[config.mk]
export PLATFORM = sky130hd
export DESIGN_NAME = instrDecoder_flat
export DESIGN_NICKNAME = d
export VERILOG_FILES = /design/src/rvIsaPkg.sv /design/src/rvCtrlPkg.sv /design/src/ctrlIf.sv /design/src/instrDecoder.sv /design/src/flat_wrapper.sv
export SDC_FILE = /design/constraint.sdc
export NUM_CORES = 1
export LEC_CHECK = 0
export BUFFER_PORTS_ARGS = -buffer_cell sky130_fd_sc_hd__buf_2
export CORE_AREA = 2 2 39 41
export DETAILED_ROUTE_END_ITERATION = 6
export DIE_AREA = 0 0 41 43
export PLACE_DENSITY = 0.75
export SLEW_MARGIN = 20
export SYNTH_ARGS = -nofsm -noshare
export SYNTH_HDL_FRONTEND = slang
export SYNTH_SLANG_ARGS = --single-unit
[constraint.sdc]
create_clock -name vclk -period 2.7
set_input_delay 0.675 -clock vclk [all_inputs]
set_output_delay 0.675 -clock vclk [all_outputs]
set_load 0.02 [all_outputs]
[src/rvIsaPkg.sv]
`default_nettype none

package rvIsaPkg;

  // base opcodes, instr[6:0]
  localparam logic [6:0] opLui    = 7'b0110111;
  localparam logic [6:0] opAuipc  = 7'b0010111;
  localparam logic [6:0] opJal    = 7'b1101111;
  localparam logic [6:0] opJalr   = 7'b1100111;
  localparam logic [6:0] opBranch = 7'b1100011;
  localparam logic [6:0] opLoad   = 7'b0000011;
  localparam logic [6:0] opStore  = 7'b0100011;
  localparam logic [6:0] opImm    = 7'b0010011;
  localparam logic [6:0] opReg    = 7'b0110011;

  // alu funct3
  localparam logic [2:0] f3AddSub = 3'b000;
  localparam logic [2:0] f3Sll    = 3'b001;
  localparam logic [2:0] f3Slt    = 3'b010;
  localparam logic [2:0] f3Sltu   = 3'b011;
  localparam logic [2:0] f3Xor    = 3'b100;
  localparam logic [2:0] f3SrlSra = 3'b101;
  localparam logic [2:0] f3Or     = 3'b110;
  localparam logic [2:0] f3And    = 3'b111;

  // branch funct3
  localparam logic [2:0] f3Beq  = 3'b000;
  localparam logic [2:0] f3Bne  = 3'b001;
  localparam logic [2:0] f3Blt  = 3'b100;
  localparam logic [2:0] f3Bge  = 3'b101;
  localparam logic [2:0] f3Bltu = 3'b110;
  localparam logic [2:0] f3Bgeu = 3'b111;

  // lw, sw and jalr
  localparam logic [2:0] f3Word = 3'b010;
  localparam logic [2:0] f3Jalr = 3'b000;

  // funct7, bit 5 marks sub and sra
  localparam logic [6:0] f7Base = 7'b0000000;
  localparam logic [6:0] f7Alt  = 7'b0100000;

  typedef struct packed {
    logic [6:0] funct7;
    logic [4:0] rs2;
    logic [4:0] rs1;
    logic [2:0] funct3;
    logic [4:0] rd;
    logic [6:0] opcode;
  } rTypeT;

  typedef struct packed {
    logic [11:0] imm;
    logic [4:0]  rs1;
    logic [2:0]  funct3;
    logic [4:0]  rd;
    logic [6:0]  opcode;
  } iTypeT;

  typedef struct packed {
    logic [6:0] immHi;
    logic [4:0] rs2;
    logic [4:0] rs1;
    logic [2:0] funct3;
    logic [4:0] immLo;
    logic [6:0] opcode;
  } sTypeT;

  // branch offset scattered, bit 0 implied zero
  typedef struct packed {
    logic       imm12;
    logic [5:0] imm10to5;
    logic [4:0] rs2;
    logic [4:0] rs1;
    logic [2:0] funct3;
    logic [3:0] imm4to1;
    logic       imm11;
    logic [6:0] opcode;
  } bTypeT;

  typedef struct packed {
    logic [19:0] imm;
    logic [4:0]  rd;
    logic [6:0]  opcode;
  } uTypeT;

  typedef struct packed {
    logic       imm20;
    logic [9:0] imm10to1;
    logic       imm11;
    logic [7:0] imm19to12;
    logic [4:0] rd;
    logic [6:0] opcode;
  } jTypeT;

  // one instruction word, six views
  typedef union packed {
    rTypeT r;
    iTypeT i;
    sTypeT s;
    bTypeT b;
    uTypeT u;
    jTypeT j;
  } rvInstr;

endpackage

`default_nettype wire

[src/rvCtrlPkg.sv]
`default_nettype none

package rvCtrlPkg;

  // bit 3 set means a one-bit compare result
  // then bit 2 inverts it and bits 1:0 pick eq, lt or ltu
  typedef enum logic [3:0] {
    aluAdd  = 4'b0000,
    aluSub  = 4'b0001,
    aluAnd  = 4'b0010,
    aluOr   = 4'b0011,
    aluXor  = 4'b0100,
    aluSll  = 4'b0101,
    aluSrl  = 4'b0110,
    aluSra  = 4'b0111,
    aluEq   = 4'b1000,
    aluSlt  = 4'b1001,
    aluSltu = 4'b1010,
    aluNe   = 4'b1100,
    aluGe   = 4'b1101,
    aluGeu  = 4'b1110
  } aluOpT;

  typedef enum logic [2:0] {
    immI,
    immS,
    immB,
    immU,
    immJ
  } immKindT;

  // alu operand a source
  typedef enum logic [1:0] {
    aRs1,
    aZero,
    aPc
  } aSelT;

  // register write-back source
  typedef enum logic [1:0] {
    wbAlu,
    wbMem,
    wbLink
  } wbSelT;

  typedef enum logic [1:0] {
    nextSeq,
    nextBranch,
    nextAlu
  } pcSelT;

endpackage

`default_nettype wire

[src/ctrlIf.sv]
`timescale 1ns/1ps
`default_nettype none

interface ctrlIf import rvCtrlPkg::*; ();

  aluOpT   aluOp;
  immKindT immKind;
  aSelT    aSel;
  // operand b is the immediate
  logic    bImm;
  wbSelT   wbSel;
  logic    regWrite;
  logic    memWrite;
  logic    isBranch;
  logic    isJal;
  logic    isJalr;

  modport decoder (
    output aluOp, immKind, aSel, bImm, wbSel,
    output regWrite, memWrite, isBranch, isJal, isJalr
  );

  modport datapath (
    input aluOp, immKind, aSel, bImm, wbSel,
    input regWrite, memWrite, isBranch, isJal, isJalr
  );

endinterface

`default_nettype wire

[src/instrDecoder.sv]
`timescale 1ns/1ps
`default_nettype none

module instrDecoder import rvIsaPkg::*, rvCtrlPkg::*; (
  input  rvInstr instr,
  ctrlIf.decoder ctrl
);

  logic [2:0] funct3;
  logic       alt;

  assign funct3 = instr.r.funct3;
  assign alt    = instr.r.funct7[5];

  // register and immediate alu ops share funct3
  // sub only exists in the register form
  function automatic aluOpT aluFromFunct(logic [2:0] f3, logic altBit, logic isReg);
    case (f3)
      f3AddSub: return (isReg && altBit) ? aluSub : aluAdd;
      f3Sll:    return aluSll;
      f3Slt:    return aluSlt;
      f3Sltu:   return aluSltu;
      f3Xor:    return aluXor;
      f3SrlSra: return altBit ? aluSra : aluSrl;
      f3Or:     return aluOr;
      default:  return aluAnd;
    endcase
  endfunction

  // funct3[0] inverts, funct3[2:1] pick the compare
  function automatic aluOpT branchOp(logic [2:0] f3);
    logic [1:0] cmpKind;
    if (!f3[2]) begin
      cmpKind = 2'b00;
    end else if (f3[1]) begin
      cmpKind = 2'b10;
    end else begin
      cmpKind = 2'b01;
    end
    return aluOpT'({1'b1, f3[0], cmpKind});
  endfunction

  always_comb begin
    ctrl.aluOp    = aluAdd;
    ctrl.immKind  = immI;
    ctrl.aSel     = aRs1;
    ctrl.bImm     = 1'b0;
    ctrl.wbSel    = wbAlu;
    ctrl.regWrite = 1'b0;
    ctrl.memWrite = 1'b0;
    ctrl.isBranch = 1'b0;
    ctrl.isJal    = 1'b0;
    ctrl.isJalr   = 1'b0;
    case (instr.r.opcode)
      opLui: begin
        // 0 + imm
        ctrl.immKind  = immU;
        ctrl.aSel     = aZero;
        ctrl.bImm     = 1'b1;
        ctrl.regWrite = 1'b1;
      end
      opAuipc: begin
        ctrl.immKind  = immU;
        ctrl.aSel     = aPc;
        ctrl.bImm     = 1'b1;
        ctrl.regWrite = 1'b1;
      end
      opJal: begin
        ctrl.immKind  = immJ;
        ctrl.wbSel    = wbLink;
        ctrl.regWrite = 1'b1;
        ctrl.isJal    = 1'b1;
      end
      opJalr: begin
        ctrl.bImm     = 1'b1;
        ctrl.wbSel    = wbLink;
        ctrl.regWrite = 1'b1;
        ctrl.isJalr   = 1'b1;
      end
      opBranch: begin
        ctrl.immKind  = immB;
        ctrl.aluOp    = branchOp(funct3);
        ctrl.isBranch = 1'b1;
      end
      opLoad: begin
        // word loads only
        ctrl.bImm     = 1'b1;
        ctrl.wbSel    = wbMem;
        ctrl.regWrite = (funct3 == f3Word);
      end
      opStore: begin
        ctrl.immKind  = immS;
        ctrl.bImm     = 1'b1;
        ctrl.memWrite = (funct3 == f3Word);
      end
      opImm: begin
        ctrl.bImm     = 1'b1;
        ctrl.aluOp    = aluFromFunct(funct3, alt, 1'b0);
        ctrl.regWrite = 1'b1;
      end
      opReg: begin
        ctrl.aluOp    = aluFromFunct(funct3, alt, 1'b1);
        ctrl.regWrite = 1'b1;
      end
      default: begin
        // unknown opcode, defaults write nothing
      end
    endcase
  end

endmodule

`default_nettype wire

[src/flat_wrapper.sv]
// flat-port wrapper written by rule: the top's interface ports become plain ports
module instrDecoder_flat import rvIsaPkg::*, rvCtrlPkg::*;
  (instr, ctrl_aluOp, ctrl_immKind, ctrl_aSel, ctrl_bImm, ctrl_wbSel, ctrl_regWrite, ctrl_memWrite, ctrl_isBranch, ctrl_isJal, ctrl_isJalr);
  ctrlIf ctrl_i ();
  input  rvInstr instr;
  output wire logic [$bits(ctrl_i.aluOp)-1:0] ctrl_aluOp;
  output wire logic [$bits(ctrl_i.immKind)-1:0] ctrl_immKind;
  output wire logic [$bits(ctrl_i.aSel)-1:0] ctrl_aSel;
  output wire logic [$bits(ctrl_i.bImm)-1:0] ctrl_bImm;
  output wire logic [$bits(ctrl_i.wbSel)-1:0] ctrl_wbSel;
  output wire logic [$bits(ctrl_i.regWrite)-1:0] ctrl_regWrite;
  output wire logic [$bits(ctrl_i.memWrite)-1:0] ctrl_memWrite;
  output wire logic [$bits(ctrl_i.isBranch)-1:0] ctrl_isBranch;
  output wire logic [$bits(ctrl_i.isJal)-1:0] ctrl_isJal;
  output wire logic [$bits(ctrl_i.isJalr)-1:0] ctrl_isJalr;
  assign ctrl_aluOp = ctrl_i.aluOp;
  assign ctrl_immKind = ctrl_i.immKind;
  assign ctrl_aSel = ctrl_i.aSel;
  assign ctrl_bImm = ctrl_i.bImm;
  assign ctrl_wbSel = ctrl_i.wbSel;
  assign ctrl_regWrite = ctrl_i.regWrite;
  assign ctrl_memWrite = ctrl_i.memWrite;
  assign ctrl_isBranch = ctrl_i.isBranch;
  assign ctrl_isJal = ctrl_i.isJal;
  assign ctrl_isJalr = ctrl_i.isJalr;
  instrDecoder u_core (.instr(instr), .ctrl(ctrl_i));
endmodule
# After elaboration in Yosys (flattened, before gate mapping)
# Index checks and enable logic that the tools add are counted.
# totals
regBits	0
inputBits	32
wordCells	36
# op_classes
n_eq_ne	15
mux	16
reduce_logical	5
# op_table
cell	n
one-hot mux 4 bit (7 select lines)	2
== test 7 x 6 -> 1 bit (second input constant)	3
== test 7 bit (second input constant)	3
== test 7 x 5 -> 1 bit (second input constant)	2
one-hot mux 3 bit (4 select lines)	1
one-hot mux 4 bit (3 select lines)	1
OR reduction 6 bit	2
== test 3 bit (second input constant)	3
one-hot mux 2 bit (2 select lines)	2
== test 7 x 2 -> 1 bit (second input constant)	1
2-to-1 mux 1 bit	7
== test 3 x 2 -> 1 bit (second input constant)	2
2-to-1 mux 2 bit	2
OR reduction 2 bit	2
== test 3 x 1 -> 1 bit (second input constant)	1
zero test 3 bit	1
one-hot mux 1 bit (2 select lines)	1

# Depth between registers and ports, before layout
# Gate-level depths: netlist of the first run.
# depth
ltp_word	3
depth_mapped	4
mapped_depth_nobuf	3

# Worst setup path after synthesis of the first run
# No wires, ideal clock.
# synth_timing
kind	input to output
from	in instr[3] (netlist name)
to	out ctrl_memWrite
arrival_time_ns	1.846
slack_ns	0.179
path_stages	4
cell_sequence	nand4bb_1 -> buf_2 -> or3_4 -> nor3_1
# synth_between
elab_chain_cells	2
# synth_lines
element	line	text
start: declaration	flat_wrapper.sv:5	input rvInstr instr;
== test 7 x 6 -> 1 bit	instrDecoder.sv:54	case (instr.r.opcode)
2-to-1 mux 1 bit	instrDecoder.sv:54	
end: declaration	flat_wrapper.sv:12	output wire logic [$bits(ctrl_i.memWrite)-1:0] ctrl_memWrite;
# Every way passes these cells.

# Worst setup path after layout of the first run
# layout_timing
from	in instr[3] (netlist name)
to	out ctrl_regWrite
# layout_between
elab_chain_cells	3
elab_cells_between_ends	9
classes_between	eq/ne (7); mux (1); reduce/logical (1)
# layout_lines
element	line	text
== test 7 x 6 -> 1 bit (tied with other cells)	instrDecoder.sv:54	
OR reduction 6 bit (no line)	n/a	
one-hot mux 1 bit (2 select lines) (*)	instrDecoder.sv:54	
end: declaration	flat_wrapper.sv:11	output wire logic [$bits(ctrl_i.regWrite)-1:0] ctrl_regWrite;
# Mark *: on every way between the ends. The rest lies on a longest branch, timed or not.

==> impl_metrics.ini, run 1 <==
[critical_path]
start_kind = input port
worstSetupEndpointType = output port
cp_slowest_cell = or3_4
cp_data_required_time_ns = 2.03
path_common_cell = buf_2
cp.arrival_ns = 1.88
crit_type = input port to output port
cp_max_fo = 5
max_stage_delay_ns = 0.39
path_cells = buf_2 -> nand4bb_1 -> or3_4 -> o311ai_2 -> buf_2

[logic_synthesis]
yosysWarnings = 0
synth_area_leaders = nor2_1 (13%), a21oi_1 (7.5%), and3b_1 (6.6%)
mappedNetlistArea_um2 = 265
yosysTopAreaCell = nor2_1
syn_area_per_cell_um2 = 6.03
syn_nets = 76
ys_types = 25
yosysTopAreaCellShare = 0.127
syn_inst = 44
yosysSeqAreaShare = 0

[power_and_ir_drop]
p_total_mw = 0.0383
p_leak_nw = 0.241
power-per-cell-area_nw_per_um2 = 91.2
peakVddDrop_v = 0.0000294

[finish]
synthToLayoutAreaGrowth_pct = 58.5
nFlopsAndLatches = 0
finish.instance_area_um2 = 420
n_antenna_cell = 0
nNetsFinal = 105
regArea_um2 = 0
clkbuf_count = 0
drive_gt1_frac = 0.437

[die]
dieWidth_um = 41
dieArea_um2 = 1760
core_um2 = 1380
die_h_um = 43
fp-row-count = 14
start_util = 0.192
boundaryPins = 49

[drt]
num_vias = 414
drtIter0Drc = 1
final_antenna_net_count = 0
route.detailed.drc = 0
post_drt_wl_per_cell_um = 9.55
first_pass_iters = 4
viasPerCell = 4.76
routed_wl_um = 831

[place]
gp_congestion = 0.774
place_ws_ns = 0.144
dpl.hpwl_um = 720
portBuffers = 28
dpl_cell_area_um2 = 420

[sta]
slew-limit-headroom = 0.749
worst_slew_pin_slew_ns = 0.376
postLayoutSetupSlackWorst_ns = 0.141
whs_ns = 1.66
slew_violations = 0
finalSetupTns_ns = 0
fmax_ghz = 0.391
hold_violations = 0
min_period_over_period = 0.948
fin_crit_ns = 2.56
setup_viol = 0
rsz0062_at_grt = false

[grt]
grt_pass1_vias = 318
antenna_found_initial = 0
grt_overflow = 0
grt_pass1_wl_um = 1210
track_usage = 0.0909
grt_max_degree = 8

[clock_tree]
cts_hold_buf = 0
cts_setup_buffers = 0
cts_resized = 0

[outcome]
outcome = finished, final reports clean

[job]
maxCapViolations = 0

[min_path]
min_path_type = input port to output port
cells by family after synthesis:
group / share of synthesized area
simple gates: 0.533
compound gates: 0.325
fa+ha+maj: 0.0377
buf+inv: 0.104
critical path, delay by kind of cell:
family / cells / cell delay [ns]
AOI/OAI and AO/OA: 1 / 0.25
buffers and inverters: 2 / 0.32
and+or+nand+nor: 2 / 0.63
cell usage after synthesis, drive strengths merged:
master,instances
o211ai,1
nand3b,1
nand4,1
inv,4
o311ai,1
and3b,2
maj3,1
o21ai,2
nand4bb,1
nor2b,2
nand2b,1
nor3,1
buf,2
nor2,9
or4b,1
or3,1
a32oi,1
nand3,1
nand2,4
o221ai,1
o21a,1
a21oi,4
o31ai,1
final timing paths:
| kind | slack (ns) | startpoint | cells past startpoint | end |
|---|---|---|---|---|
| setup / recovery | 0.14 | instr[3] | 5 | ctrl_regWrite |
| hold / removal | 1.66 | instr[3] | 3 | ctrl_isJalr |
cells in the final DEF (no fill, tap or decap), drive strengths merged:
master / Yosys / routed
buf: 2 / 29
nand2: 4 / 4
o21ai: 2 / 2
a21oi: 4 / 4
nand4: 1 / 1
o311ai: 1 / 1
and3b: 2 / 2
or4b: 1 / 1
nand2b: 1 / 1
o211ai: 1 / 1
o221ai: 1 / 1
a32oi: 1 / 1
o21a: 1 / 1
nand3b: 1 / 1
or3: 1 / 1
nor2: 9 / 9
nand3: 1 / 1
nor3: 1 / 1
nand4bb: 1 / 1
o31ai: 1 / 1
inv: 4 / 4
nor2b: 2 / 2
maj3: 1 / 1
routing by layer:
metal	track usage	wire, µm	vias up
met4	0.0133	0	0
li1	-	-	217
met3	0.00524	72	0
met2	0.147	383	17
met1	0.130	375	180
met5	0	0	-
stage by stage:
stage          utilization  std cells
2_1_floorplan            -         44
3_3_place_gp         0.304         87
3_5_place_dp         0.304         87
4_1_cts              0.304         87
5_1_grt              0.304         87
6_report             0.304         87
final cells by class:
| cell class | count | area [µm²] |
|---|---|---|
| Multi-Input combinational cell | 38 | 238 |
| Fill cell | 171 | 963 |
| Inverter | 4 | 15.0 |
| Timing Repair Buffer | 29 | 148 |
| Tap cell | 16 | 20.0 |
power by group:
part	leakage, nW	internal (mW)	switching (mW)	total [mW]
combinational	0.241	0.0160	0.0224	0.0383
clock	0	0	0	0
sequential	0	0	0	0
Power figures use the tool's default switching activity.
==> run 2, diff against run 1 <==
- PLACE_DENSITY: 0.75 -> 0.61
==> run 2 against run 1 <==
Net effect:
- hold slack improved by 0.046 ns
- combinational power is 5% higher
- critical path depth did not move
- global-route usage is 0.30 points lower
- via count up 2.2%
- sequential share of layout area unchanged
- core utilization is 1.6 points higher
- total power up 4.5%
- worst setup slack worse by 0.0064 ns
- cell count grew 3.4%
- critical endpoint unchanged
- sequential cell count unchanged
==> impl_metrics.ini, run 2 (synthesis gave the netlist of run 1 again) <==
[outcome]
outcome = finished, final reports clean

[finish]
fill_cells = 164
drive_gt1_frac = 0.459
synthToLayoutAreaGrowth_pct = 67.0
clkbuf_count = 0
layout_commonest_cell = buf_2
n_antenna_cell = 0
regArea_um2 = 0
final_core_util = 0.320
final_cell_mix = buf_2 (28), nor2_1 (9)
nFlopsAndLatches = 0
multiInputGateArea_um2 = 238
nNetsFinal = 108

[clock_tree]
cts_hold_buf = 0
cts_resized = 0
cts_setup_buffers = 0

[place]
dpl.hpwl_um = 712
gp_congestion = 0.664
portBuffers = 28
place_ws_ns = 0.133

[grt]
grt_pass1_wl_um = 1190
track_usage = 0.0879
grt_pass1_vias = 297
grt_max_degree = 8
grt_overflow = 0
antenna_found_initial = 0

[sta]
hold_violations = 0
fmax_ghz = 0.390
slew_violations = 0
postLayoutSetupSlackWorst_ns = 0.135
worst_slew_pin_slew_ns = 0.357
finalSetupTns_ns = 0
min_period_over_period = 0.950
whs_ns = 1.71
rsz0062_at_grt = false
setup_viol = 0
fin_crit_ns = 2.57
slew-limit-headroom = 0.761

[die]
start_util = 0.192
core_um2 = 1380
dieArea_um2 = 1760
die_h_um = 43
boundaryPins = 49
dieWidth_um = 41
fp-row-count = 14

[min_path]
min_from = instr[5]
min_path_type = input port to output port
holdPathStages = 3
min_to = ctrl_wbSel[0]

[drt]
routed_wl_um = 862
final_antenna_net_count = 0
route.detailed.drc = 0
num_vias = 423
first_pass_iters = 3
drtIter0Drc = 3
post_drt_wl_per_cell_um = 9.58
viasPerCell = 4.70

[power_and_ir_drop]
p_leak_nw = 0.254
peakVddDrop_v = 0.0000295
p_total_mw = 0.0401
power-per-cell-area_nw_per_um2 = 90.5

[job]
maxCapViolations = 0

[critical_path]
cp.arrival_ns = 1.89
cp_data_required_time_ns = 2.03
cp_max_fo = 4
worstSetupEndpointType = output port
start_kind = input port
crit_type = input port to output port
## run 2: layout make-up
cell class | count | area share
Inverter | 4 | 0.0339
Timing Repair Buffer | 32 | 0.384
Multi-Input combinational cell | 38 | 0.537
Tap cell | 16 | 0.0452
## run 2: stage by stage
| step | cell area, µm² | cells |
|---|---|---|
| after floorplan | 265 | 44 |
| after global placement | 443 | 90 |
| after detailed placement | 443 | 90 |
| after CTS | 443 | 90 |
| after global routing | 443 | 90 |
| final | 443 | 90 |
## run 2: worst max path at each step
stage,start,end,slack (ns),cells after the start
global route,instr[2],ctrl_regWrite,0.04,5
CTS,instr[2],ctrl_regWrite,0.13,5
finish,instr[2],ctrl_regWrite,0.13,5
global placement,instr[2],ctrl_regWrite,0.07,5
floorplan,instr[3],ctrl_memWrite,0.18,4
detailed placement,instr[2],ctrl_regWrite,0.13,5
## run 2: layer usage
metal | part of all wire | vias to the layer above | GRT usage
met5 | 0 | - | 0
met4 | 0 | 0 | 0
met3 | 0.12 | 0 | 0.0157
met2 | 0.43 | 18 | 0.141
met1 | 0.45 | 180 | 0.127
li1 | - | 225 | -
## run 2: critical path, cell delays in order
cell and delay, ns:
buf_2 0.12, nand4bb_1 0.25, or3_4 0.40, o311ai_2 0.24, buf_2 0.21
## run 2: report_power, final
group / internal, mW / total [mW] / switching (mW)
logic: 0.0175 / 0.0401 / 0.0226
registers: 0 / 0 / 0
clock network: 0 / 0 / 0
total: 0.0175 / 0.0401 / 0.0226
==> run 3, diff against run 2 <==
- PLACE_DENSITY: 0.61 -> 0.64
- clock period: 2.7 -> 2.08 ns (I/O delays scaled with it)
==> run 3 against run 2 <==
Net effect:
- the flow now finishes with violations (setup timing)
- die area stayed put
- via count grew 9.7%
- final area grew 34%
- cell count up 11%
- critical path depth stayed put
- sequential share of layout area stayed put
- worst setup slack lost 0.20 ns
- clock-buffer cell count did not move
- sequential cell count is the same
- critical endpoint unchanged
- largest cell class unchanged
==> impl_metrics.ini, run 3 (synthesis gave the netlist of run 1 again) <==
[sta]
setup_viol = 4
postLayoutSetupSlackWorst_ns = -0.0621
fmax_ghz = 0.467
min_period_over_period = 1.03
rsz0062_at_grt = true
fin_crit_ns = 2.14
worst_slew_pin_slew_ns = 0.260
hold_violations = 0
slew-limit-headroom = 0.826
slew_violations = 0

[critical_path]
cp_data_required_time_ns = 1.56
worstSetupEndpointType = output port
cp.arrival_ns = 1.62
cp_max_fo = 4
crit_type = input port to output port
start_kind = input port

[drt]
viasPerCell = 4.64
routed_wl_um = 1120
post_drt_wl_per_cell_um = 11.2
route.detailed.drc = 0
drtIter0Drc = 6
num_vias = 464
final_antenna_net_count = 0
first_pass_iters = 2

[outcome]
failed_checks = setup timing
outcome = finished, violations left

[finish]
nNetsFinal = 118
fill_cells = 150
clkbuf_count = 0
n_antenna_cell = 0
layout_commonest_cell = buf_2
final_cells = 100
final_core_util = 0.430
regArea_um2 = 0
synthToLayoutAreaGrowth_pct = 125
final_cell_mix = buf_2 (23), buf_4 (15), nor2_1 (8)
drive_gt1_frac = 0.595
nFlopsAndLatches = 0

[grt]
grt_pass1_wl_um = 1550
antenna_found_initial = 0
grt_overflow = 0
grt_pass1_vias = 402
track_usage = 0.118
grt_max_degree = 8

[power_and_ir_drop]
power-per-cell-area_nw_per_um2 = 125
p_leak_nw = 0.331
peakVddDrop_v = 0.0000433
p_total_mw = 0.0746

[die]
fp-row-count = 14
dieArea_um2 = 1760
start_util = 0.192
core_um2 = 1380
dieWidth_um = 41
die_h_um = 43
boundaryPins = 49

[place]
dpl.hpwl_um = 802
gp_congestion = 0.716
portBuffers = 28
placed_cells = 97
place_ws_ns = -0.196

[job]
maxCapViolations = 0

[min_path]
min_path_type = input port to output port
holdPathStages = 4

[clock_tree]
cts_hold_buf = 0
[run 3: worst paths after layout]
check,start,endpoint,slack [ns]
max,instr[2],ctrl_regWrite,-0.06
min,instr[3],ctrl_isJalr,1.43
[run 3: layer usage]
metal  GRT usage  up-vias  wire length, µm  part of all wire
li1            -      242                -                 -
met5           0        -                0                 0
met4           0        0                0                 0
met3     0.00524        0               76             0.068
met1       0.155      207              472              0.42
met2       0.213       15              568              0.51
[run 3: layout make-up]
| type | instances | area (µm²) | share of cell area |
|---|---|---|---|
| multi-input combinational | 38 | 288 | 0.483 |
| timing repair buffer | 42 | 273 | 0.458 |
| tap | 16 | 20.0 | 0.0336 |
| inverter | 4 | 15.0 | 0.0252 |
[run 3: stage by stage]
step	TNS, ns	hold slack, ns	instance area, µm²
finish	-0.192	1.43	596
global route	-0.341	1.45	596
CTS	-0.372	1.43	581
detailed placement	-0.730	1.42	510
global placement	-0.801	1.42	510
floorplan	-0.0369	1.12	280
[run 3: critical path, cell delays in order]
cell       delay (ns)
buf_6            0.09
nand4bb_4        0.23
or3_4            0.39
o311ai_4         0.23
buf_6            0.15
[run 3: what timing repair did]
item / CTS / global route
buffers inserted: 2 / 1
gates resized for setup: 12 / 2
endpoints found under the setup margin: 6 / 9
pin swaps: 5 / 2
[run 3: where the power goes]
| part | switching, mW | internal [mW] |
|---|---|---|
| combinational | 0.0377 | 0.0369 |
| sequential | 0 | 0 |
| clock | 0 | 0 |
| total | 0.0377 | 0.0369 |
